--- src/usbf_pkg.sv ---
`default_nettype none

package usbf_pkg;

	// Token PIDs
	localparam logic [3:0] pid_out     = 4'b0001;
	localparam logic [3:0] pid_in      = 4'b1001;
	localparam logic [3:0] pid_sof     = 4'b0101;
	localparam logic [3:0] pid_setup   = 4'b1101;

	// Data PIDs
	localparam logic [3:0] pid_data0   = 4'b0011;
	localparam logic [3:0] pid_data1   = 4'b1011;
	localparam logic [3:0] pid_data2   = 4'b0111;
	localparam logic [3:0] pid_mdata   = 4'b1111;

	// Handshakes
	localparam logic [3:0] pid_ack     = 4'b0010;
	localparam logic [3:0] pid_nack    = 4'b1010;
	localparam logic [3:0] pid_stall   = 4'b1110;
	localparam logic [3:0] pid_nyet    = 4'b0110;

	// Specials, PRE and ERR share one code
	localparam logic [3:0] pid_pre_err = 4'b1100;
	localparam logic [3:0] pid_split   = 4'b1000;
	localparam logic [3:0] pid_ping    = 4'b0100;

	localparam int mem_aw     = 10;	// Word address bits
	localparam int fifo_depth = 16;	// Bytes in rx FIFO
	localparam int fifo_aw    = 4;	// log2 of fifo_depth

	// Half microsecond divider, small value for simulation
	localparam int hms_del    = 3;
	localparam int frm_nat_w  = 32;	// Frame/time word

	// Packet decoder states
	localparam logic [2:0] st_idle  = 3'd0;	// Between packets
	localparam logic [2:0] st_pid   = 3'd1;	// Waiting for PID byte
	localparam logic [2:0] st_token = 3'd2;	// Two token bytes
	localparam logic [2:0] st_data  = 3'd3;	// Payload and CRC16
	localparam logic [2:0] st_skip  = 3'd4;	// Ignore rest of packet

	// 11 bits after a token PID
	// IN/OUT/SETUP carry address and endpoint, SOF a frame number
	typedef union packed {
		struct packed {
			logic [3:0] endp;	// Upper four bits
			logic [6:0] fadr;	// Function address
		} tok;
		logic [10:0] frm;	// SOF frame number
	} token_field_t;

endpackage

`default_nettype wire

--- src/usbf_pd.sv ---
`default_nettype none

module usbf_pd (
	input  logic                  clk,
	input  logic                  rst,
	input  logic [7:0]            rx_data,
	input  logic                  rx_valid,
	input  logic                  rx_active,
	input  logic                  rx_err,
	input  logic [6:0]            fa,		// Our function address
	input  logic                  mode_hs,
	input  logic                  fifo_ready,
	output logic [7:0]            pd_data,
	output logic                  pd_last,
	output logic                  pd_valid,
	output usbf_pkg::token_field_t token_field,
	output logic [3:0]            token_pid,
	output logic                  token_valid,
	output logic                  token_match,
	output logic                  sof_we,
	output logic                  pid_cs_err,
	output logic                  crc5_err,
	output logic                  unsupported_pid,
	output logic                  drop_err
);

	logic [2:0] state;
	logic       rx_byte, pid_take;
	logic [3:0] rx_pid;
	logic       pid_ok, is_token, is_data, pid_bad;
	logic [3:0] pid_r;		// PID of packet in progress
	logic [7:0] tok_b0, tok_b1;
	logic [1:0] tcnt;		// Token bytes seen
	logic [4:0] crc_r;
	logic       crc_ok, addr_hit, tok_end, tok_byte;
	usbf_pkg::token_field_t tok_w;
	logic       data_en;	// Matching OUT/SETUP seen
	logic [7:0] h0, h1, h2;	// h0 oldest
	logic [1:0] hc;		// Held byte count
	logic       dat_byte, dat_end, emit;

	// Bitwise x^5+x^2+1 update with LSB first
	function automatic logic [4:0] crc5_upd(input logic [4:0] crc, input logic [7:0] d,
		input logic [3:0] n);
		logic [4:0] c;
		logic       fb;
		c = crc;
		for (int i = 0; i < 8; i++) begin
			if (i < n) begin
				fb = c[4] ^ d[i];
				c = {c[3:0], 1'b0} ^ (fb ? 5'b00101 : 5'b00000);
			end
		end
		return c;
	endfunction

	assign rx_byte  = rx_active & rx_valid;
	assign pid_take = rx_byte & (state == usbf_pkg::st_idle | state == usbf_pkg::st_pid);
	assign rx_pid   = rx_data[3:0];
	assign pid_ok   = rx_data[7:4] == ~rx_data[3:0];	// Check nibble
	assign is_token = rx_pid == usbf_pkg::pid_out | rx_pid == usbf_pkg::pid_in |
		rx_pid == usbf_pkg::pid_sof | rx_pid == usbf_pkg::pid_setup;
	assign is_data  = rx_pid == usbf_pkg::pid_data0 | rx_pid == usbf_pkg::pid_data1 |
		rx_pid == usbf_pkg::pid_data2 | rx_pid == usbf_pkg::pid_mdata;
	// Never expected by a function
	assign pid_bad  = rx_pid == usbf_pkg::pid_ack | rx_pid == usbf_pkg::pid_nack |
		rx_pid == usbf_pkg::pid_stall | rx_pid == usbf_pkg::pid_nyet |
		rx_pid == usbf_pkg::pid_pre_err | rx_pid == usbf_pkg::pid_split |
		(rx_pid == usbf_pkg::pid_ping & ~mode_hs);	// PING is HS only

	// Endp straddles the two token bytes
	assign tok_w    = usbf_pkg::token_field_t'({tok_b1[2:0], tok_b0});
	assign crc_ok   = tok_b1[7:3] == ~crc_r;
	assign addr_hit = tok_w.tok.fadr == fa;
	assign tok_byte = state == usbf_pkg::st_token & rx_byte & ~rx_err & tcnt != 2'd2;
	assign tok_end  = state == usbf_pkg::st_token & ~rx_active;
	assign dat_byte = state == usbf_pkg::st_data & rx_byte & ~rx_err;
	assign dat_end  = state == usbf_pkg::st_data & ~rx_active;
	// With three held h0 is payload and h1/h2 may be CRC16
	assign emit     = data_en & hc == 2'd3 & (dat_byte | dat_end);

	always_ff @(posedge clk or negedge rst) begin
		if (!rst) begin
			state           <= usbf_pkg::st_idle;
			tcnt            <= 2'd0;
			hc              <= 2'd0;
			data_en         <= 1'b0;
			pid_cs_err      <= 1'b0;
			unsupported_pid <= 1'b0;
			token_valid     <= 1'b0;
			token_match     <= 1'b0;
			crc5_err        <= 1'b0;
			sof_we          <= 1'b0;
			pd_valid        <= 1'b0;
			drop_err        <= 1'b0;
		end else begin
			pid_cs_err      <= 1'b0;	// Pulses by default
			unsupported_pid <= 1'b0;
			token_valid     <= 1'b0;
			token_match     <= 1'b0;
			crc5_err        <= 1'b0;
			sof_we          <= 1'b0;
			pd_valid        <= emit;
			drop_err        <= pd_valid & ~fifo_ready;	// Byte lost
			if (pid_take) begin
				tcnt            <= 2'd0;
				hc              <= 2'd0;
				pid_cs_err      <= ~pid_ok;
				unsupported_pid <= pid_ok & pid_bad;
				if (rx_err || !pid_ok)
					state <= usbf_pkg::st_skip;
				else if (is_token)
					state <= usbf_pkg::st_token;
				else if (is_data)
					state <= usbf_pkg::st_data;
				else
					state <= usbf_pkg::st_skip;
			end else begin
				case (state)
					usbf_pkg::st_idle: if (rx_active) state <= usbf_pkg::st_pid;
					usbf_pkg::st_pid: begin
						if (!rx_active)
							state <= usbf_pkg::st_idle;
						else if (rx_err)
							state <= usbf_pkg::st_skip;
					end
					usbf_pkg::st_token: begin
						if (tok_end) begin
							state <= usbf_pkg::st_idle;
							data_en <= 1'b0;
							if (tcnt == 2'd2) begin	// Complete token
								token_valid <= 1'b1;
								crc5_err    <= ~crc_ok;
								token_match <= crc_ok & addr_hit & pid_r != usbf_pkg::pid_sof;
								sof_we      <= crc_ok & pid_r == usbf_pkg::pid_sof;
								data_en     <= crc_ok & addr_hit &
									(pid_r == usbf_pkg::pid_out | pid_r == usbf_pkg::pid_setup);
							end
						end else if (rx_err || (rx_byte && tcnt == 2'd2))
							state <= usbf_pkg::st_skip;	// Too long or broken
						else if (tok_byte)
							tcnt <= tcnt + 2'd1;
					end
					usbf_pkg::st_data: begin
						if (dat_end || rx_err) begin
							data_en <= 1'b0;	// One data packet per token
							state   <= dat_end ? usbf_pkg::st_idle : usbf_pkg::st_skip;
						end else if (dat_byte && hc != 2'd3)
							hc <= hc + 2'd1;
					end
					usbf_pkg::st_skip: if (!rx_active) state <= usbf_pkg::st_idle;
					default: state <= usbf_pkg::st_idle;
				endcase
			end
		end
	end

	// Token bytes, CRC5 and payload pipeline
	always_ff @(posedge clk) begin
		if (pid_take)
			pid_r <= rx_pid;
		if (tok_byte) begin
			if (tcnt == 2'd0) begin
				tok_b0 <= rx_data;
				crc_r  <= crc5_upd(5'h1f, rx_data, 4'd8);	// Preset all ones
			end else begin
				tok_b1 <= rx_data;
				crc_r  <= crc5_upd(crc_r, rx_data, 4'd3);	// Endp top bits only
			end
		end
		if (tok_end) begin
			token_field <= tok_w;
			token_pid   <= pid_r;
		end
		if (dat_byte) begin
			h0 <= h1;
			h1 <= h2;
			h2 <= rx_data;
		end
		if (emit) begin
			pd_data <= h0;
			pd_last <= dat_end;	// Final payload byte at packet end
		end
	end

endmodule

`default_nettype wire

--- src/usbf_rx_fifo.sv ---
`default_nettype none

module usbf_rx_fifo (
	input  logic       clk,
	input  logic       rst,
	input  logic [7:0] wr_data,
	input  logic       wr_last,
	input  logic       wr_valid,
	output logic       wr_ready,
	output logic [7:0] rd_data,
	output logic       rd_last,
	output logic       rd_valid,
	input  logic       rd_ready
);

	logic [8:0]                 mem [usbf_pkg::fifo_depth];	// {last, byte}
	logic [usbf_pkg::fifo_aw-1:0] wp, rp;
	logic [usbf_pkg::fifo_aw:0]   cnt;	// One extra bit for full
	logic                       wr_en, rd_en;

	assign wr_ready = cnt != (usbf_pkg::fifo_aw + 1)'(usbf_pkg::fifo_depth);
	assign rd_valid = cnt != '0;
	assign wr_en    = wr_valid & wr_ready;
	assign rd_en    = rd_valid & rd_ready;

	// Head entry held until taken
	assign rd_data  = mem[rp][7:0];
	assign rd_last  = mem[rp][8];

	always_ff @(posedge clk) begin
		if (wr_en)
			mem[wp] <= {wr_last, wr_data};
	end

	always_ff @(posedge clk or negedge rst) begin
		if (!rst) begin
			wp  <= '0;
			rp  <= '0;
			cnt <= '0;
		end else begin
			if (wr_en)
				wp <= wp + 1'b1;	// Wraps at depth
			if (rd_en)
				rp <= rp + 1'b1;
			case ({wr_en, rd_en})
				2'b10:   cnt <= cnt + 1'b1;
				2'b01:   cnt <= cnt - 1'b1;
				default: cnt <= cnt;	// Both or neither
			endcase
		end
	end

endmodule

`default_nettype wire

--- src/usbf_idma.sv ---
`default_nettype none

module usbf_idma (
	input  logic                       clk,
	input  logic                       rst,
	input  logic [7:0]                 in_data,
	input  logic                       in_last,
	input  logic                       in_valid,
	output logic                       in_ready,
	output logic [usbf_pkg::mem_aw-1:0] madr,	// Word address
	output logic [31:0]                mdout,
	output logic                       mwe,
	output logic                       mreq,
	input  logic                       mack,
	output logic                       idma_done
);

	logic [1:0] lane;	// Next byte lane in word
	logic       wlast;	// Word ends the packet
	logic       take;

	// No new byte while a word is out
	assign in_ready  = ~mreq;
	assign take      = in_valid & in_ready;

	// Last word of packet written
	assign idma_done = mreq & mack & wlast;

	always_ff @(posedge clk or negedge rst) begin
		if (!rst) begin
			mreq  <= 1'b0;
			mwe   <= 1'b0;
			madr  <= '0;
			mdout <= '0;
			lane  <= 2'd0;
			wlast <= 1'b0;
		end else if (mreq) begin
			// Hold address and data until acknowledged
			if (mack) begin
				mreq  <= 1'b0;
				mwe   <= 1'b0;
				madr  <= madr + 1'b1;
				mdout <= '0;	// Zero lanes for next partial word
			end
		end else if (take) begin
			mdout[lane*8 +: 8] <= in_data;	// Little endian
			wlast              <= in_last;
			if (lane == 2'd3 || in_last) begin
				// Word full or packet done
				mreq <= 1'b1;
				mwe  <= 1'b1;
				lane <= 2'd0;
			end else begin
				lane <= lane + 2'd1;
			end
		end
	end

endmodule

`default_nettype wire

--- src/usbf_frame.sv ---
`default_nettype none

module usbf_frame (
	input  logic                          clk,
	input  logic                          rst,
	input  logic                          sof_we,	// Good SOF seen
	input  usbf_pkg::token_field_t        token_field,
	output logic [usbf_pkg::frm_nat_w-1:0] frm_nat
);

	logic        sof_we_r;
	logic        frame_same;	// SOF repeats current frame
	logic [10:0] frame_no_r;
	logic [3:0]  mfm_cnt;	// Microframe count
	logic [11:0] sof_time;	// Half us ticks since SOF
	logic [4:0]  hms_cnt;
	logic        hms_tick;

	assign hms_tick = hms_cnt == 5'(usbf_pkg::hms_del);

	always_ff @(posedge clk or negedge rst) begin
		if (!rst) begin
			sof_we_r   <= 1'b0;
			frame_same <= 1'b0;
			frame_no_r <= 11'h0;
			mfm_cnt    <= 4'h0;
			sof_time   <= 12'h0;
			hms_cnt    <= 5'h0;
		end else begin
			sof_we_r   <= sof_we;
			// Compare before the new number is loaded
			frame_same <= sof_we & (frame_no_r == token_field.frm);
			if (sof_we_r) begin
				frame_no_r <= token_field.frm;
				mfm_cnt    <= frame_same ? mfm_cnt + 4'h1 : 4'h0;
			end
			// Divider restarts with each SOF
			if (sof_we_r || hms_tick)
				hms_cnt <= 5'h0;
			else
				hms_cnt <= hms_cnt + 5'h1;
			if (sof_we_r)
				sof_time <= 12'h0;
			else if (hms_tick)
				sof_time <= sof_time + 12'h1;
		end
	end

	// Microframe, pad, frame, pad, time
	assign frm_nat = {mfm_cnt, 1'b0, frame_no_r, 4'h0, sof_time};

endmodule

`default_nettype wire

--- src/usbf_pl.sv ---
`default_nettype none

module usbf_pl (
	input  logic                          clk,
	input  logic                          rst,
	input  logic [7:0]                    rx_data,	// UTMI receive
	input  logic                          rx_valid,
	input  logic                          rx_active,
	input  logic                          rx_err,
	input  logic                          mode_hs,	// High speed
	input  logic [6:0]                    fa,
	output logic [usbf_pkg::mem_aw-1:0]    madr,
	output logic [31:0]                   mdout,
	output logic                          mwe,
	output logic                          mreq,
	input  logic                          mack,
	output logic [3:0]                    ep_sel,
	output logic                          token_valid,
	output logic                          token_match,
	output logic                          pid_cs_err,
	output logic                          crc5_err,
	output logic                          unsupported_pid,
	output logic                          drop_err,
	output logic                          idma_done,
	output logic [usbf_pkg::frm_nat_w-1:0] frm_nat
);

	usbf_pkg::token_field_t token_field;
	logic [7:0] pd_data, fifo_data;
	logic       pd_last, pd_valid, fifo_ready;
	logic       fifo_last, fifo_valid, dma_ready;
	logic       sof_we;

	assign ep_sel = token_field.tok.endp;

	// Packet decoder
	usbf_pd u_pd (
		.clk             (clk),
		.rst             (rst),
		.rx_data         (rx_data),
		.rx_valid        (rx_valid),
		.rx_active       (rx_active),
		.rx_err          (rx_err),
		.fa              (fa),
		.mode_hs         (mode_hs),
		.fifo_ready      (fifo_ready),
		.pd_data         (pd_data),
		.pd_last         (pd_last),
		.pd_valid        (pd_valid),
		.token_field     (token_field),
		.token_pid       (),	// For a protocol engine
		.token_valid     (token_valid),
		.token_match     (token_match),
		.sof_we          (sof_we),
		.pid_cs_err      (pid_cs_err),
		.crc5_err        (crc5_err),
		.unsupported_pid (unsupported_pid),
		.drop_err        (drop_err)
	);

	usbf_rx_fifo u_fifo (
		.clk      (clk),
		.rst      (rst),
		.wr_data  (pd_data),
		.wr_last  (pd_last),
		.wr_valid (pd_valid),
		.wr_ready (fifo_ready),
		.rd_data  (fifo_data),
		.rd_last  (fifo_last),
		.rd_valid (fifo_valid),
		.rd_ready (dma_ready)
	);

	// Bytes to memory words
	usbf_idma u_idma (
		.clk       (clk),
		.rst       (rst),
		.in_data   (fifo_data),
		.in_last   (fifo_last),
		.in_valid  (fifo_valid),
		.in_ready  (dma_ready),
		.madr      (madr),
		.mdout     (mdout),
		.mwe       (mwe),
		.mreq      (mreq),
		.mack      (mack),
		.idma_done (idma_done)
	);

	usbf_frame u_frame (
		.clk         (clk),
		.rst         (rst),
		.sof_we      (sof_we),
		.token_field (token_field),
		.frm_nat     (frm_nat)
	);

endmodule

`default_nettype wire

--- config.mk ---
export PLATFORM = sky130hd
export DESIGN_NAME = usbf_pl
export DESIGN_NICKNAME = d
export VERILOG_FILES = /design/src/usbf_pkg.sv /design/src/usbf_pd.sv /design/src/usbf_rx_fifo.sv /design/src/usbf_idma.sv /design/src/usbf_frame.sv /design/src/usbf_pl.sv
export SDC_FILE = /design/constraint.sdc
export NUM_CORES = 1
export LEC_CHECK = 0
export ABC_AREA = 0
export BUFFER_PORTS_ARGS = -buffer_cell sky130_fd_sc_hd__buf_2
export CAP_MARGIN = 20
export CORE_UTILIZATION = 55
export DETAILED_ROUTE_END_ITERATION = 8
export PLACE_DENSITY = 0.74
export SYNTH_ARGS = -nofsm -noshare
export SYNTH_HDL_FRONTEND = slang
export SYNTH_SLANG_ARGS = --single-unit
--- constraint.sdc ---
create_clock -name clk -period 9.5 [get_ports clk]
set_input_delay 0.95 -clock clk [delete_from_list [all_inputs] [get_ports clk]]
set_output_delay 0.95 -clock clk [all_outputs]
set_load 0.1 [all_outputs]
# [Word level (Yosys, flattened, before mapping)]
# Memories as Yosys holds them, arrays and structs flattened.
# Cells that the tools add are included.
[word_totals] regBits=179 ram_bits=144 word_cells=293 n_memories=1
[op_classes] addsub=12 eq_ne=47 n_shift=2 mux=94 bitwise_logic=70 n_reduce_logical=30
[mem_list] name="u_fifo.mem" depth=16 word_bits=9 rd=1 rd_clocked_by_memory_dff=0 wr=1 line="usbf_rx_fifo.sv:16" text="logic [8:0] mem [usbf_pkg::fifo_depth];"
[ops] cell="5-bit 2-to-1 mux" n=20
[ops] cell="32-bit 2-to-1 mux" n=3
[ops] cell="3-bit 2-to-1 mux" n=23
[ops] cell="5-bit XOR" n=10
[ops] cell="4-bit equality test (second input constant)" n=9
[ops] cell="5-bit negator with 34-bit output" n=1
[ops] cell="8-bit by 34-bit variable shift with 32-bit output (first input constant)" n=1
[ops] cell="8-bit by 34-bit variable part select with 32-bit output" n=1
[ops] cell="32-bit bitwise mux" n=1
[ops] cell="1-bit 2-to-1 mux" n=31
[ops] cell="12-bit 2-to-1 mux" n=2
[ops] cell="1-bit bitwise AND" n=23
[ops] cell="4-bit by 3-bit equality test with 1-bit output (second input constant)" n=5
[ops] cell="2-bit 2-to-1 mux" n=10
[ops] cell="2-bit nonzero test" n=9
[ops] cell="1-bit OR" n=15
[ops] cell="3-bit case mux with 5 select lines" n=1
[ops] cell="12-bit by 1-bit adder with 12-bit output (second input constant)" n=1
[ops] cell="4-bit by 1-bit adder with 4-bit output (second input constant)" n=3
[ops] cell="11-bit equality test" n=1
[ops] cell="10-bit by 1-bit adder with 10-bit output (second input constant)" n=1
[ops] cell="5-bit by 1-bit adder with 5-bit output (second input constant)" n=2
[ops] cell="5-bit case mux with 2 select lines" n=1
[ops] cell="2-bit AND reduction" n=5
[ops] cell="other kinds (34)" n=76

# [Logic depth before layout (Yosys ltp)]
# Gate-level depths: netlist of the first run.
[logic_depth] depth_word=39 mapped_depth=13

# [Modules after synthesis]
# A second synthesis of the first run with hierarchy kept.
[unflattened] hier_cells=873 area_unflattened_um2=13670.6
[modules_own_cells] module="usbf_rx_fifo" instances=1 cells_each=346 area_per_inst_um2=6434.9
[modules_own_cells] module="usbf_pd" instances=1 cells_each=216 area_per_inst_um2=3480.8
[modules_own_cells] module="usbf_idma" instances=1 cells_each=163 area_per_inst_um2=2098.3
[modules_own_cells] module="usbf_frame" instances=1 cells_each=148 area_per_inst_um2=1656.6

# [Worst setup path before layout of the first run]
# No wires, ideal clock.
[synth_timing] path_type="input to register" startpoint="input rx_active" endpoint="register u_pd.pd_data[0] (enable)" arrival_ps=3414 required_ps=9166 path_slack_ps=5751 cell_stages=4 cell_sequence="buf_2 > nand2_1 > nor3_1 > o211a_1"
[synth_between] elab_chain_len=5 word_cells_on_any_way=7 classes_between="bitwise (7)"
[synth_lines] item="start: declaration" line="usbf_pl.sv:8" text="input logic rx_active,"
[synth_lines] item="1-bit bitwise AND" line="usbf_pd.sv:57" text="assign rx_byte = rx_active & rx_valid;"
[synth_lines] item="1-bit bitwise AND (2 in a row)" line="usbf_pd.sv:77" text="assign dat_byte = state == usbf_pkg::st_data & rx_byte & ~rx_err;"
[synth_lines] item="net u_pd.dat_byte" line="usbf_pd.sv:40" text="logic dat_byte, dat_end, emit;"
[synth_lines] item="1-bit OR" line="usbf_pd.sv:80" text="assign emit = data_en & hc == 2'd3 & (dat_byte | dat_end);"
[synth_lines] item="1-bit bitwise AND" line="usbf_pd.sv:80"
[synth_lines] item="net u_pd.emit" line="usbf_pd.sv:40"
[synth_lines] item="end signal: assignment" line="usbf_pd.sv:181" text="pd_data <= h0;"
[synth_lines] item="end: declaration" line="usbf_pd.sv:13" text="output logic [7:0] pd_data,"
# The timed path passes the listed nets, and every way through them passes these cells.
# A chain may end at the register's enable or synchronous reset.

# [Final worst setup path of the first run]
[layout_timing] startpoint="register u_fifo.cnt[1] (netlist name)" endpoint="register u_fifo.cnt[4] (netlist name)"
[layout_between] elab_chain_len=4 word_cells_on_any_way=10 classes_between="add/sub (2); eq/ne (3); mux (1); bitwise (2); reduce/logical (2)"
[layout_lines] item="start: declaration" line="usbf_rx_fifo.sv:18" text="logic [usbf_pkg::fifo_aw:0] cnt;"
[layout_lines] item="start signal: assignment" line="usbf_rx_fifo.sv:46" text="2'b10: cnt <= cnt + 1'b1;"
[layout_lines] item="start signal: assignment" line="usbf_rx_fifo.sv:47" text="2'b01: cnt <= cnt - 1'b1;"
[layout_lines] item="start signal: assignment" line="usbf_rx_fifo.sv:48" text="default: cnt <= cnt;"
[layout_lines] item="5-bit != test or 5-bit nonzero test (tied branches)" line="usbf_rx_fifo.sv:21, usbf_rx_fifo.sv:22"
[layout_lines] item="1-bit bitwise AND, on equally long branches" line="usbf_rx_fifo.sv:23, usbf_rx_fifo.sv:24"
[layout_lines] item="2-bit by 1-bit equality test with 1-bit output or 2-bit equality test (tied branches)" line="usbf_rx_fifo.sv:45" text="case ({wr_en, rd_en})"
[layout_lines] item="5-bit case mux with 2 select lines or 2-bit nonzero test (tied branches)"
# Parallel ways exist; a longest one is shown, timed or not.

==> results.md, run 1 <==
* Status: complete, no violations
* CTS max path bufs at 3
* Final setup fails at 0
* Worst IR Drop VDD at 0.254 mV
* Setup TNS at 0 ns
* Initial antenna violation count at 0
* Crit Path Class: reg2reg
* Worst-Margin Slew at 0.897 ns
* Fillers at 1602
* Dominant synthesized flop cell: edfxtp_1
* CTS clk-pin slew, worst paths at 0.06 ns
* Synth top cells by count: 213 x edfxtp_1, 110 x dfrtp_1, 47 x xnor2_1, 46 x nor2_1, 39 x nand2_1
* Port Buffers at 103
* Hold EP: u_frame.sof_we_r$_DFF_PN0_
* Die width at 156 um
* Post-synthesis cell count at 807
* First-pass GRT wire length at 38.9 mm
* Clock Sinks at 323
* Initial core utilization at 0.567
* Hold buffer count at cts at 0
* Synth-to-Final Area Change at 14.9%
* Post-DRT Antenna Nets at 0
* Buf/Inv on CP at 1
* Core ar. at 0.0229 mm2
* R2r endpoint: u_fifo.cnt[4]$_DFFE_PN0P_
* Leak Pwr at 5.82 nW
* Number of synthesized flops with an enable pin at 213
* Synth top area cells: edfxtp_1 49%, dfrtp_1 21%, mux4_2 6.1%, xnor2_1 3.2%, a22o_1 2.2%
* RSZ-0062 raised after global routing: no
* Overall die area at 0.0242 mm2
* DP Wirelength at 16.0 mm
* Root Buffer: clkbuf_16
* Latest clock arrival within the worst-skew pair at 0.51 ns
* Sequential area share after synthesis at 0.704
* Final min period at 2.85 ns
* Fin nets at 965
* Via count at 7192
* HP Class: reg2reg
* Worst EP required at 9.89 ns
* Setup bufs post-CTS at 0
* IO Pins at 109
* Share of cells above drive strength 1 at 0.242
* CTS tree: yes
* Critical path's top delay family: compound AO/OA/AOI/OAI gates
* CP Cell Sequence: nor4_2, a21boi_1, inv_1, ha_1, xor2_1, ha_1, o211ai_1, a21oi_1, a31oi_1, nor2_1, xnor2_1
* Post_cts resized at 0
* Iteration-0 DRC count of the detailed router at 556
* Hold Fails Final Rpt at 0
* Gpl congestion at 0.855
* Max-cap viol count at 0
* Total Routed Length at 24.8 mm
* Max transition margin at 0.400
* Worst path slowest cell: a21boi_1
* ANT cells at 0
* # rows at 55
* Gr usage total at 0.212
* # H-tree levels at 2
* Reg2reg start: u_fifo.cnt[1]$_DFFE_PN0P_
* R2R Setup Slk at 6.65 ns
* Final Slew Violations at 0
* WP data arrival at 3.24 ns
* Pin count of the biggest net entering global routing at 64
* Setup Skew at 0.0267 ns
* Vias in the first global route at 7115
* Highest Clock Rate at 0.351 GHz
* Most frequent cell after synthesis: edfxtp_1
* Number of buffers created by CTS at 34
* HP Start: u_pd.sof_we$_DFF_PN0_
* Crit end category: flip-flop
* Max stage delay on crit path at 0.63 ns
* Pwr Density at 195 mW/mm2
* Drt pass-1 iters at 4
* DR vias/cell at 5.71
* # placed instances at 1200
* Drt wl/cell at 19.7 um
* Yosys reg bits at 323
* Max FO, Critical Path at 9
* Die height at 156 um
* Period utilization at 0.300
* Synth unique cells at 58
* Share of the synthesized area in the top cell type at 0.492
* Final cell count without fillers at 1260
* Post-Synthesis Cell Area at 0.0130 mm2
* R2r worst-path depth at 11
* Drc violations at 0
* Post-synth ARST share at 0.341
* Avg Inst Size Synth at 16.1 um2
* Post-synth top area cell: edfxtp_1
* Most used cell, CP: ha_1
* Critical Path Source Type: flip-flop
* Synth Warn # at 0
* GRT overflow at 0
* Final core occ at 0.651
* Worst hold path depth at 0
==> registers in the layout (all words and copies together), names as in the netlist, 2 cells and up <==
signal	count
u_fifo.cnt	5
u_fifo.mem	144
u_fifo.rp	4
u_fifo.wp	4
u_frame.frame_no_r	11
u_frame.hms_cnt	5
u_frame.mfm_cnt	4
u_frame.sof_time	12
u_idma.lane	2
u_idma.madr	10
u_idma.mdout	32
u_pd.crc_r	5
u_pd.h0	8
u_pd.h1	8
u_pd.h2	8
u_pd.hc	2
u_pd.pd_data	8
u_pd.pid_r	4
u_pd.state	3
u_pd.tcnt	2
u_pd.tok_b0	8
u_pd.tok_b1	8
u_pd.token_field	11
==> kinds of logic (layout without fill, tap and decap cells) <==
logic type / count (synthesis) / in the layout / synth area share
fa+ha+maj: 20 / 20 / 0.0193
flops: 323 / 323 / 0.704
other cells: 1 / 5 / 0.000289
compound gates: 100 / 100 / 0.0553
mux: 56 / 56 / 0.0783
simple gates: 167 / 167 / 0.0677
xor+xnor: 79 / 79 / 0.0532
buf+inv: 61 / 197 / 0.0220
==> worst register-to-register path, stage by stage (launching register included) <==
cell	delay (ns)
dfrtp_1	0.49
nor4_2	0.11
a21boi_1	0.63
inv_1	0.14
ha_1	0.32
xor2_1	0.20
ha_1	0.23
o211ai_1	0.19
a21oi_1	0.09
a31oi_1	0.14
nor2_1	0.07
xnor2_1	0.12
==> worst max path at each step <==
stage / slack, ns / end / startpoint / cells after the start
detailed placement: 6.53 / u_pd.tok_b1[1]$_DFFE_PP_ / rx_err / 5
finish: 6.65 / u_fifo.cnt[4]$_DFFE_PN0P_ / u_fifo.cnt[1]$_DFFE_PN0P_ / 11
global route: 6.42 / u_fifo.cnt[4]$_DFFE_PN0P_ / u_fifo.cnt[1]$_DFFE_PN0P_ / 11
global placement: 6.58 / u_pd.tok_b0[1]$_DFFE_PP_ / rx_err / 5
CTS: 6.65 / u_fifo.cnt[4]$_DFFE_PN0P_ / u_fifo.cnt[1]$_DFFE_PN0P_ / 11
floorplan: 5.75 / u_pd.pd_data[0]$_DFFE_PP_ / rx_active / 4
==> stage by stage <==
step                      worst slack (ns)  power (W)  area [um2]  hold slack (ns)
after global placement                6.58    0.00163       13800            0.379
after floorplan                       5.75    0.00160       13000            0.353
after detailed placement              6.53    0.00163       13800            0.368
after global routing                  6.42    0.00299       14900            0.413
after CTS                             6.65    0.00294       14900            0.401
final                                 6.65    0.00291       14900            0.395
==> routing by layer <==
layer	routed length, um	global-route usage
met1	10800	0.285
met2	12100	0.349
met3	1270	0.0367
met4	655	0.0794
met5	0	0
==> layout by cell type (no fill, tap or decap), types with 4 or more instances in the layout <==
cell	count
a21oi_1	14
a22o_1	33
a22oi_1	18
and3_1	5
buf_2	102
buf_4	12
clkbuf_1	4
clkbuf_16	35
clkbuf_8	4
clkinv_2	7
clkinvlp_4	4
conb_1	5
dfrtp_1	109
edfxtp_1	213
ha_1	20
inv_1	23
mux2_2	15
mux2i_1	6
mux4_2	35
nand2_1	39
nand2b_1	4
nand3_1	13
nand4_1	13
nor2_1	46
nor2b_1	5
nor3_1	13
o21ai_0	16
or3_1	5
xnor2_1	47
xor2_1	32
==> power by group <==
part / leakage [nW] / switching (W) / internal (W) / total (W)
Clock: 0.543 / 0.000524 / 0.000788 / 0.00131
Combinational: 1.85 / 0.0000668 / 0.0000264 / 0.0000933
Sequential: 3.42 / 0.00000904 / 0.00150 / 0.00151
==> area by class of cell <==
class / count / area [um2] / area share
flip-flops and latches: 323 / 9150 / 0.613
multi-input cells: 427 / 3580 / 0.240
clock buffers: 43 / 946 / 0.0634
repair buffers: 114 / 601 / 0.0402
well taps: 313 / 392 / 0.0262
clock inverters: 17 / 171 / 0.0115
inverters: 23 / 86.3 / 0.00578
No activity file was read; power rests on OpenSTA's default activity.
==> run 2, diff against run 1 <==
- ABC_AREA: 0 -> 1
- CORE_UTILIZATION: 55 -> 54
- PLACE_DENSITY: 0.74 -> 0.76
- clock period: 9.5 -> 2.4 ns (I/O delays scaled with it)
==> run 2 against run 1 <==
Largest power group unchanged; first-iteration DRC count rose by 59%; sequential share of layout area shrank 3.5 points; total power rose to 4.3 times the previous value; clock power increased to 3.8 times the previous value.
==> results.md, run 2 <==
* Worst IR Drop VDD at 0.577 mV (+130%)
* Reg2reg start: u_fifo.cnt[0]$_DFFE_PN0P_
* Drt pass-1 iters at 6 (+2)
* Worst setup path start: u_fifo.cnt[0]$_DFFE_PN0P_
* Dominant synthesized flop cell: edfxtp_1
* First-pass GRT wire length at 47.1 mm (+21%)
* Drc violations at 0 (unchanged)
* R2r endpoint: u_fifo.cnt[4]$_DFFE_PN0P_
* Post-synth top area cell: edfxtp_1
* Post-Synthesis Cell Area at 0.0138 mm2 (+6.4%)
* WP data arrival at 2.65 ns (-0.59 ns)
* Die width at 162 um (+4.1%)
* Sequential Power Share at 0.494 (-0.023)
* Switching Power at 0.00327 W (+440%)
* Global Route met1 Usage at 0.300 (+0.0154)
* HP Start: rx_data[4]
* Synth Warn # at 0 (unchanged)
* Post-synth ARST share at 0.341 (unchanged)
* Total power at 0.0125 W (+330%)
* Yosys reg bits at 323 (unchanged)
* Gpl congestion at 0.872 (+2.0%)
* HP Class: in2reg
* Iteration-0 DRC count of the detailed router at 883 (+59%)
* Gr usage total at 0.230 (+0.0181)
* Synth-to-Final Area Change at 14.6%
* Status: complete, no violations
* Worst-Margin Slew at 0.687 ns (-0.210 ns)
* Max reg flops at 144 (unchanged)
* Max FO, Critical Path at 4 (-5)
* Post-synthesis cell count at 1253 (+55%)
* Number of synthesized flops with an enable pin at 213 (unchanged)
* Synth top area cells: edfxtp_1 46%, dfrtp_1 20%, nand2_1 9.1%, nand3_1 3.7%, nor2_1 2.8%
* Port Buffers at 103 (unchanged)
* # H-tree levels at 2 (unchanged)
* Avg Inst Size Synth at 11.0 um2 (-31%)
* Sw frac at 0.261 (+0.0545)
* DP Wirelength at 18.8 mm (+18%)
* Pint at 0.00928 W (+300%)
* Largest register by flop count: u_fifo.mem
* CTS max path bufs at 3 (unchanged)
* Period utilization at 0.915 (+0.615)
* RSZ-0062 raised after global routing: no
* # rows at 58 (+5.5%)
* Crit Path Class: reg2reg
* Largest regs: u_fifo.mem: 144 flops, u_idma.mdout: 32 flops, u_frame.sof_time: 12 flops
* Root Buffer: clkbuf_16
* DR vias/cell at 5.34 (-6.5%)
* Worst EP required at 2.86 ns (-7.03 ns)
* Max transition margin at 0.539 (+0.139)
* Synth top cells by count: 336 x nand2_1, 213 x edfxtp_1, 110 x dfrtp_1, 102 x nand3_1, 102 x nor2_1
* R2R Setup Slk at 0.20 ns (-6.44 ns)
* ANT cells at 0 (unchanged)
* Max-cap viol count at 0 (unchanged)
* Hold Fails Final Rpt at 0 (unchanged)
* Post-DRT Antenna Nets at 0 (unchanged)
* Most frequent cell after synthesis: nand2_1
* Leak Pwr at 6.96 nW (+20%)
* Final Slew Violations at 0 (unchanged)
* GR peak layer: met2
* Total Routed Length at 29.3 mm (+18%)
* Final core occ at 0.629 (-0.0220)
* Die height at 162 um (+4.1%)
* GRT overflow at 0 (unchanged)
* IO Pins at 109 (unchanged)
* CTS clk-pin slew, worst paths at 0.06 ns (about the same)
* Overall die area at 0.0263 mm2 (+8.3%)
* Setup Skew at 0.0233 ns (-0.00345 ns)
* Core ar. at 0.0252 mm2 (+9.9%)
* Share of the synthesized area in the top cell type at 0.462 (-0.0297)
* Setup TNS at 0 ns (unchanged)
* Initial antenna violation count at 0 (unchanged)
* Logic pwr share at 0.104 (+0.072)
* Most common cell after layout, fill and taps aside: nand2_1
* Post-route setup slack at 0.205 ns (-6.44 ns)
* Pwr Density at 792 mW/mm2 (+310%)
* Final min period at 2.20 ns (-0.656 ns)
* Pin count of the biggest net entering global routing at 60 (-6.3%)
* Hold WS at 0.0264 ns (-0.369 ns)
* Sequential area share after synthesis at 0.662 (-0.0424)
* Clock power frac at 0.401 (-0.050)
* CTS tree: yes
* Worst Setup EP: u_fifo.cnt[4]$_DFFE_PN0P_
* Drt wl/cell at 16.8 um (-14%)
* Share of cells above drive strength 1 at 0.165 (-0.0772)
* Initial core utilization at 0.549 (-0.0179)
* M2 GR Usage at 0.389 (+0.0395)
* Crit end category: flip-flop
* Critical Path Source Type: flip-flop
* Highest Clock Rate at 0.456 GHz (+30%)
* Most frequent cells in the layout: 336 x nand2_1, 213 x edfxtp_1, 108 x dfrtp_1
* Number of buffers created by CTS at 34 (unchanged)
* Clock Sinks at 323 (unchanged)
* R2r worst-path depth at 13 (+2)
* Post-place setup slack at 0.265 ns (-6.27 ns)
* Met3 global-route usage at 0.0403 (+0.00368)
* Latest clock arrival within the worst-skew pair at 0.52 ns (about the same)
* Via count at 9280 (+29%)
* Fin nets at 1425 (+48%)
* Final setup fails at 0 (unchanged)
* Synth unique cells at 52 (-10%)
* Vias in the first global route at 9115 (+28%)
-- run 2: changes by cell type after synthesis, sizes merged, moves of 18 or more --
cell	previous run	this run
inv	23	90
o21ai	17	55
xnor2	47	26
nand2	39	348
nand3	13	104
nor2	46	112
a22oi	18	0
a22o	33	1
mux4	35	0
-- run 2: critical path, cell delays in order, from the launching register on --
cell and delay [ns]:
dfrtp_1 0.42, nor2_1 0.16, nand3b_1 0.11, nand2_2 0.13
inv_4 0.04, ha_1 0.27, xor2_1 0.20, ha_1 0.19
inv_1 0.05, nand2_1 0.08, a31oi_1 0.21, xor2_1 0.16
nand2_1 0.06, nand2_1 0.05
-- run 2: power groups by stage --
stage / sequential [W] / clock (W) / combinational (W)
floorplan: 0.00675 / 0 / 0.000594
global placement: 0.00630 / 0 / 0.00128
detailed placement: 0.00631 / 0 / 0.00131
CTS: 0.00620 / 0.00512 / 0.00132
global route: 0.00621 / 0.00534 / 0.00142
finish: 0.00620 / 0.00504 / 0.00131
-- run 2: per-layer routing --
metal / vias up / share of wire
met3: 59 / 0.062
met1: 4444 / 0.42
met5: - / 0
met4: 0 / 0.026
li1: 4451 / -
met2: 326 / 0.50
-- run 2: layout make-up --
| type | count | area, um2 |
|---|---|---|
| well taps | 330 | 413 |
| multi-input cells | 793 | 4020 |
| clock buffers | 48 | 963 |
| repair buffers | 139 | 831 |
| inverters | 92 | 353 |
| fillers | 1874 | 9330 |
| flip-flops and latches | 323 | 9150 |
| clock inverters | 14 | 119 |
-- run 2: logic make-up (layout without fill, tap and decap cells) --
group	after synthesis	in the layout	share of synthesized area
adders and majority gates	20	20	0.0181
DFF	323	323	0.662
buffers and inverters	141	293	0.0492
muxes	2	2	0.00145
AOI/OAI and AO/OA	91	91	0.0385
other	1	5	0.000271
xor gates and xnor gates	61	61	0.0386
and+or+nand+nor	614	614	0.192
-- run 2: worst min path at each step --
stage	endpoint	slack, ns	cells after the start
5_1_grt	u_pd.h2[7]$_DFFE_PP_	0.02	1
3_3_place_gp	u_idma.madr[9]$_DFFE_PN0P_	0.24	1
4_1_cts	u_pd.tok_b1[7]$_DFFE_PP_	0.01	1
2_1_floorplan	u_fifo.cnt[0]$_DFFE_PN0P_	-0.06	0
3_5_place_dp	u_idma.mdout[21]$_DFFE_PN0P_	0.24	1
6_report	u_pd.tok_b0[4]$_DFFE_PP_	0.03	1
-- run 2: through the flow --
step	instance area (um2)	cells
final	15800	1739
after global routing	15800	1739
after CTS	15800	1739
after detailed placement	14700	1675
after global placement	14700	1675
after floorplan	13800	1257
-- run 2: what timing repair did --
item                      CTS  global route
hold endpoints to repair   37             0
gates resized for setup     0             0
hold buffers                2             0
buffers inserted            0             0
==> run 3, diff against run 2 <==
- CORE_UTILIZATION: 54 -> 50
- CTS_BUF_LIST: default -> sky130_fd_sc_hd__clkbuf_8
- PLACE_DENSITY: 0.76 -> 0.71
==> run 3 against run 2 <==
Wire length shrank 3.1%; largest cell class unchanged; hold slack gained 0.0066 ns; die area grew 7.9%; clock skew grew 0.0071 ns; critical endpoint unchanged; cell area grew 0.19%; fmax is essentially flat; register-to-register slack is essentially flat.
==> results.md, run 3 (synthesis results as in run 2) <==
* Crit Path Class: reg2reg
* Die height at 168 um (+3.9%)
* Largest register by flop count: u_fifo.mem
* Hold WS at 0.0331 ns (+0.00664 ns)
* # H-tree levels at 2 (unchanged)
* Core ar. at 0.0270 mm2 (+7.3%)
* R2R Setup Slk at 0.21 ns (about the same)
* CTS clk-pin slew, worst paths at 0.06 ns (about the same)
* Port Buffers at 103 (unchanged)
* HP Start: rx_data[3]
* Area post-placement at 0.0148 mm2 (+0.16%)
* Gr usage total at 0.207 (-0.0231)
* Sequential cell area at 0.00915 mm2 (unchanged)
* Total Routed Length at 28.4 mm (-3.1%)
* Initial core utilization at 0.512 (-0.0375)
* Status: complete, no violations
* CTS max path bufs at 3 (unchanged)
* Drt wl/cell at 15.8 um (-6.0%)
* Worst setup path start: u_fifo.cnt[1]$_DFFE_PN0P_
* Hold Fails Final Rpt at 0 (unchanged)
* Total power at 0.0121 W (-3.5%)
* Worst EP required at 2.87 ns (about the same)
* RSZ-0062 raised after global routing: no
* Initial antenna violation count at 1 (+1)
* Iteration-0 DRC count of the detailed router at 776 (-12%)
* Post-DRT Antenna Nets at 0 (unchanged)
* Die width at 168 um (+3.9%)
* Highest Clock Rate at 0.456 GHz (about the same)
* Final instance area at 0.0159 mm2 (+0.19%)
* Overall die area at 0.0283 mm2 (+7.9%)
* Max transition margin at 0.538 (-0.00119)
* Pwr Density at 762 mW/mm2 (-3.7%)
* Max FO, Critical Path at 4 (unchanged)
* Setup bufs post-CTS at 0 (unchanged)
* Latest clock arrival within the worst-skew pair at 0.58 ns (+0.06 ns)
* IO Pins at 109 (unchanged)
* Drc violations at 0 (unchanged)
* Worst-Margin Slew at 0.693 ns (+0.00603 ns)
* DP Wirelength at 18.6 mm (-1.0%)
* Root Buffer: clkbuf_8
* Final min period at 2.19 ns (-0.000342 ns)
* Drt pass-1 iters at 5 (-1)
* Period utilization at 0.915 (about the same)
* Crit end category: flip-flop
* GRT overflow at 0 (unchanged)
* First-pass GRT wire length at 46.0 mm (-2.4%)
* DR vias/cell at 5.15 (-3.5%)
* WP data arrival at 2.66 ns (about the same)
* Multi-input gate area at 0.00402 mm2 (about the same)
* Setup TNS at 0 ns (unchanged)
* Setup Skew at 0.0304 ns (+0.00708 ns)
* Max reg flops at 144 (unchanged)
* # rows at 60 (+3.4%)
* HP Class: in2reg
* Vias in the first global route at 8954 (-1.8%)
* Most common cell after layout, fill and taps aside: nand2_1
* Fillers at 2194 (+17%)
* Clock Sinks at 323 (unchanged)
* CTS tree: yes
* ANT cells at 0 (unchanged)
* Final Slew Violations at 0 (unchanged)
* Worst IR Drop VDD at 0.488 mV (-15%)
* Fin nets at 1450 (+1.8%)
* Share of cells above drive strength 1 at 0.178 (+0.0132)
* Leak Pwr at 7.05 nW (+1.3%)
* Most frequent cells in the layout: 336 x nand2_1, 213 x edfxtp_1, 108 x dfrtp_1
* Largest regs: u_fifo.mem: 144 flops, u_idma.mdout: 32 flops, u_frame.sof_time: 12 flops
* Number of buffers created by CTS at 52 (+53%)
* Final setup fails at 0 (unchanged)
* Critical Path Source Type: flip-flop
* Final core occ at 0.588 (-0.0418)
* Reg2reg start: u_fifo.cnt[1]$_DFFE_PN0P_
* Pin count of the biggest net entering global routing at 60 (unchanged)
* Max-cap viol count at 0 (unchanged)
* Via count at 9230 (-0.54%)
* Gpl congestion at 0.817 (-6.3%)
* Synth-to-Final Area Change at 14.8%
==> run 3: through the flow <==
| stage | cells | worst slack (ns) |
|---|---|---|
| CTS | 1792 | 0.174 |
| detailed placement | 1689 | 0.209 |
| finish | 1792 | 0.205 |
| floorplan | 1257 | 0.0375 |
| global placement | 1689 | 0.259 |
| global route | 1792 | 0.0288 |
==> run 3: layout make-up <==
class                           instances  area share
Clock buffer                           60      0.0520
Clock inverter                         37      0.0139
Inverter                               92      0.0222
Multi-Input combinational cell        793       0.253
Sequential cell                       323       0.577
Tap cell                              341      0.0269
Timing Repair Buffer                  146      0.0555
==> run 3: worst paths after layout <==
| check | to | depth (start not counted) |
|---|---|---|
| max | u_fifo.cnt[4]$_DFFE_PN0P_ | 12 |
| min | u_pd.pid_r[3]$_DFFE_PP_ | 1 |
| max reg2reg | u_fifo.cnt[4]$_DFFE_PN0P_ | 12 |
| min reg2reg | u_frame.sof_we_r$_DFF_PN0_ | 0 |
| max in group asynchronous | u_pd.data_en$_DFFE_PN0P_ | 3 |
| min in group asynchronous | u_fifo.cnt[3]$_DFFE_PN0P_ | 2 |
==> run 3: worst max-delay path, stage by stage (launching register included) <==
cell,delay [ns]
dfrtp_1,0.42
nor2_1,0.18
nand3_1,0.12
nand2_1,0.17
ha_2,0.27
xor2_1,0.22
ha_1,0.18
inv_1,0.04
nand2_1,0.11
a31oi_1,0.11
xor2_1,0.17
nand2_1,0.06
nand2_1,0.04
==> run 3: what timing repair did <==
action / CTS / global route
endpoints found under the setup margin: 0 / 1
hold buffers: 6 / 0
gates resized for setup: 0 / 1
endpoints found under the hold margin: 60 / 0
==> run 3: routing by layer <==
metal | share of wire | vias to the layer above | track usage
met3 | 0.062 | 52 | 0.0362
met1 | 0.44 | 4365 | 0.274
li1 | - | 4509 | -
met4 | 0.023 | 0 | 0.0739
met2 | 0.48 | 304 | 0.344
met5 | 0 | - | 0
==> run 3: power by group <==
part / switching (W) / internal [W]
registers: 0.000127 / 0.00607
logic: 0.00104 / 0.000275
clock network: 0.00208 / 0.00250
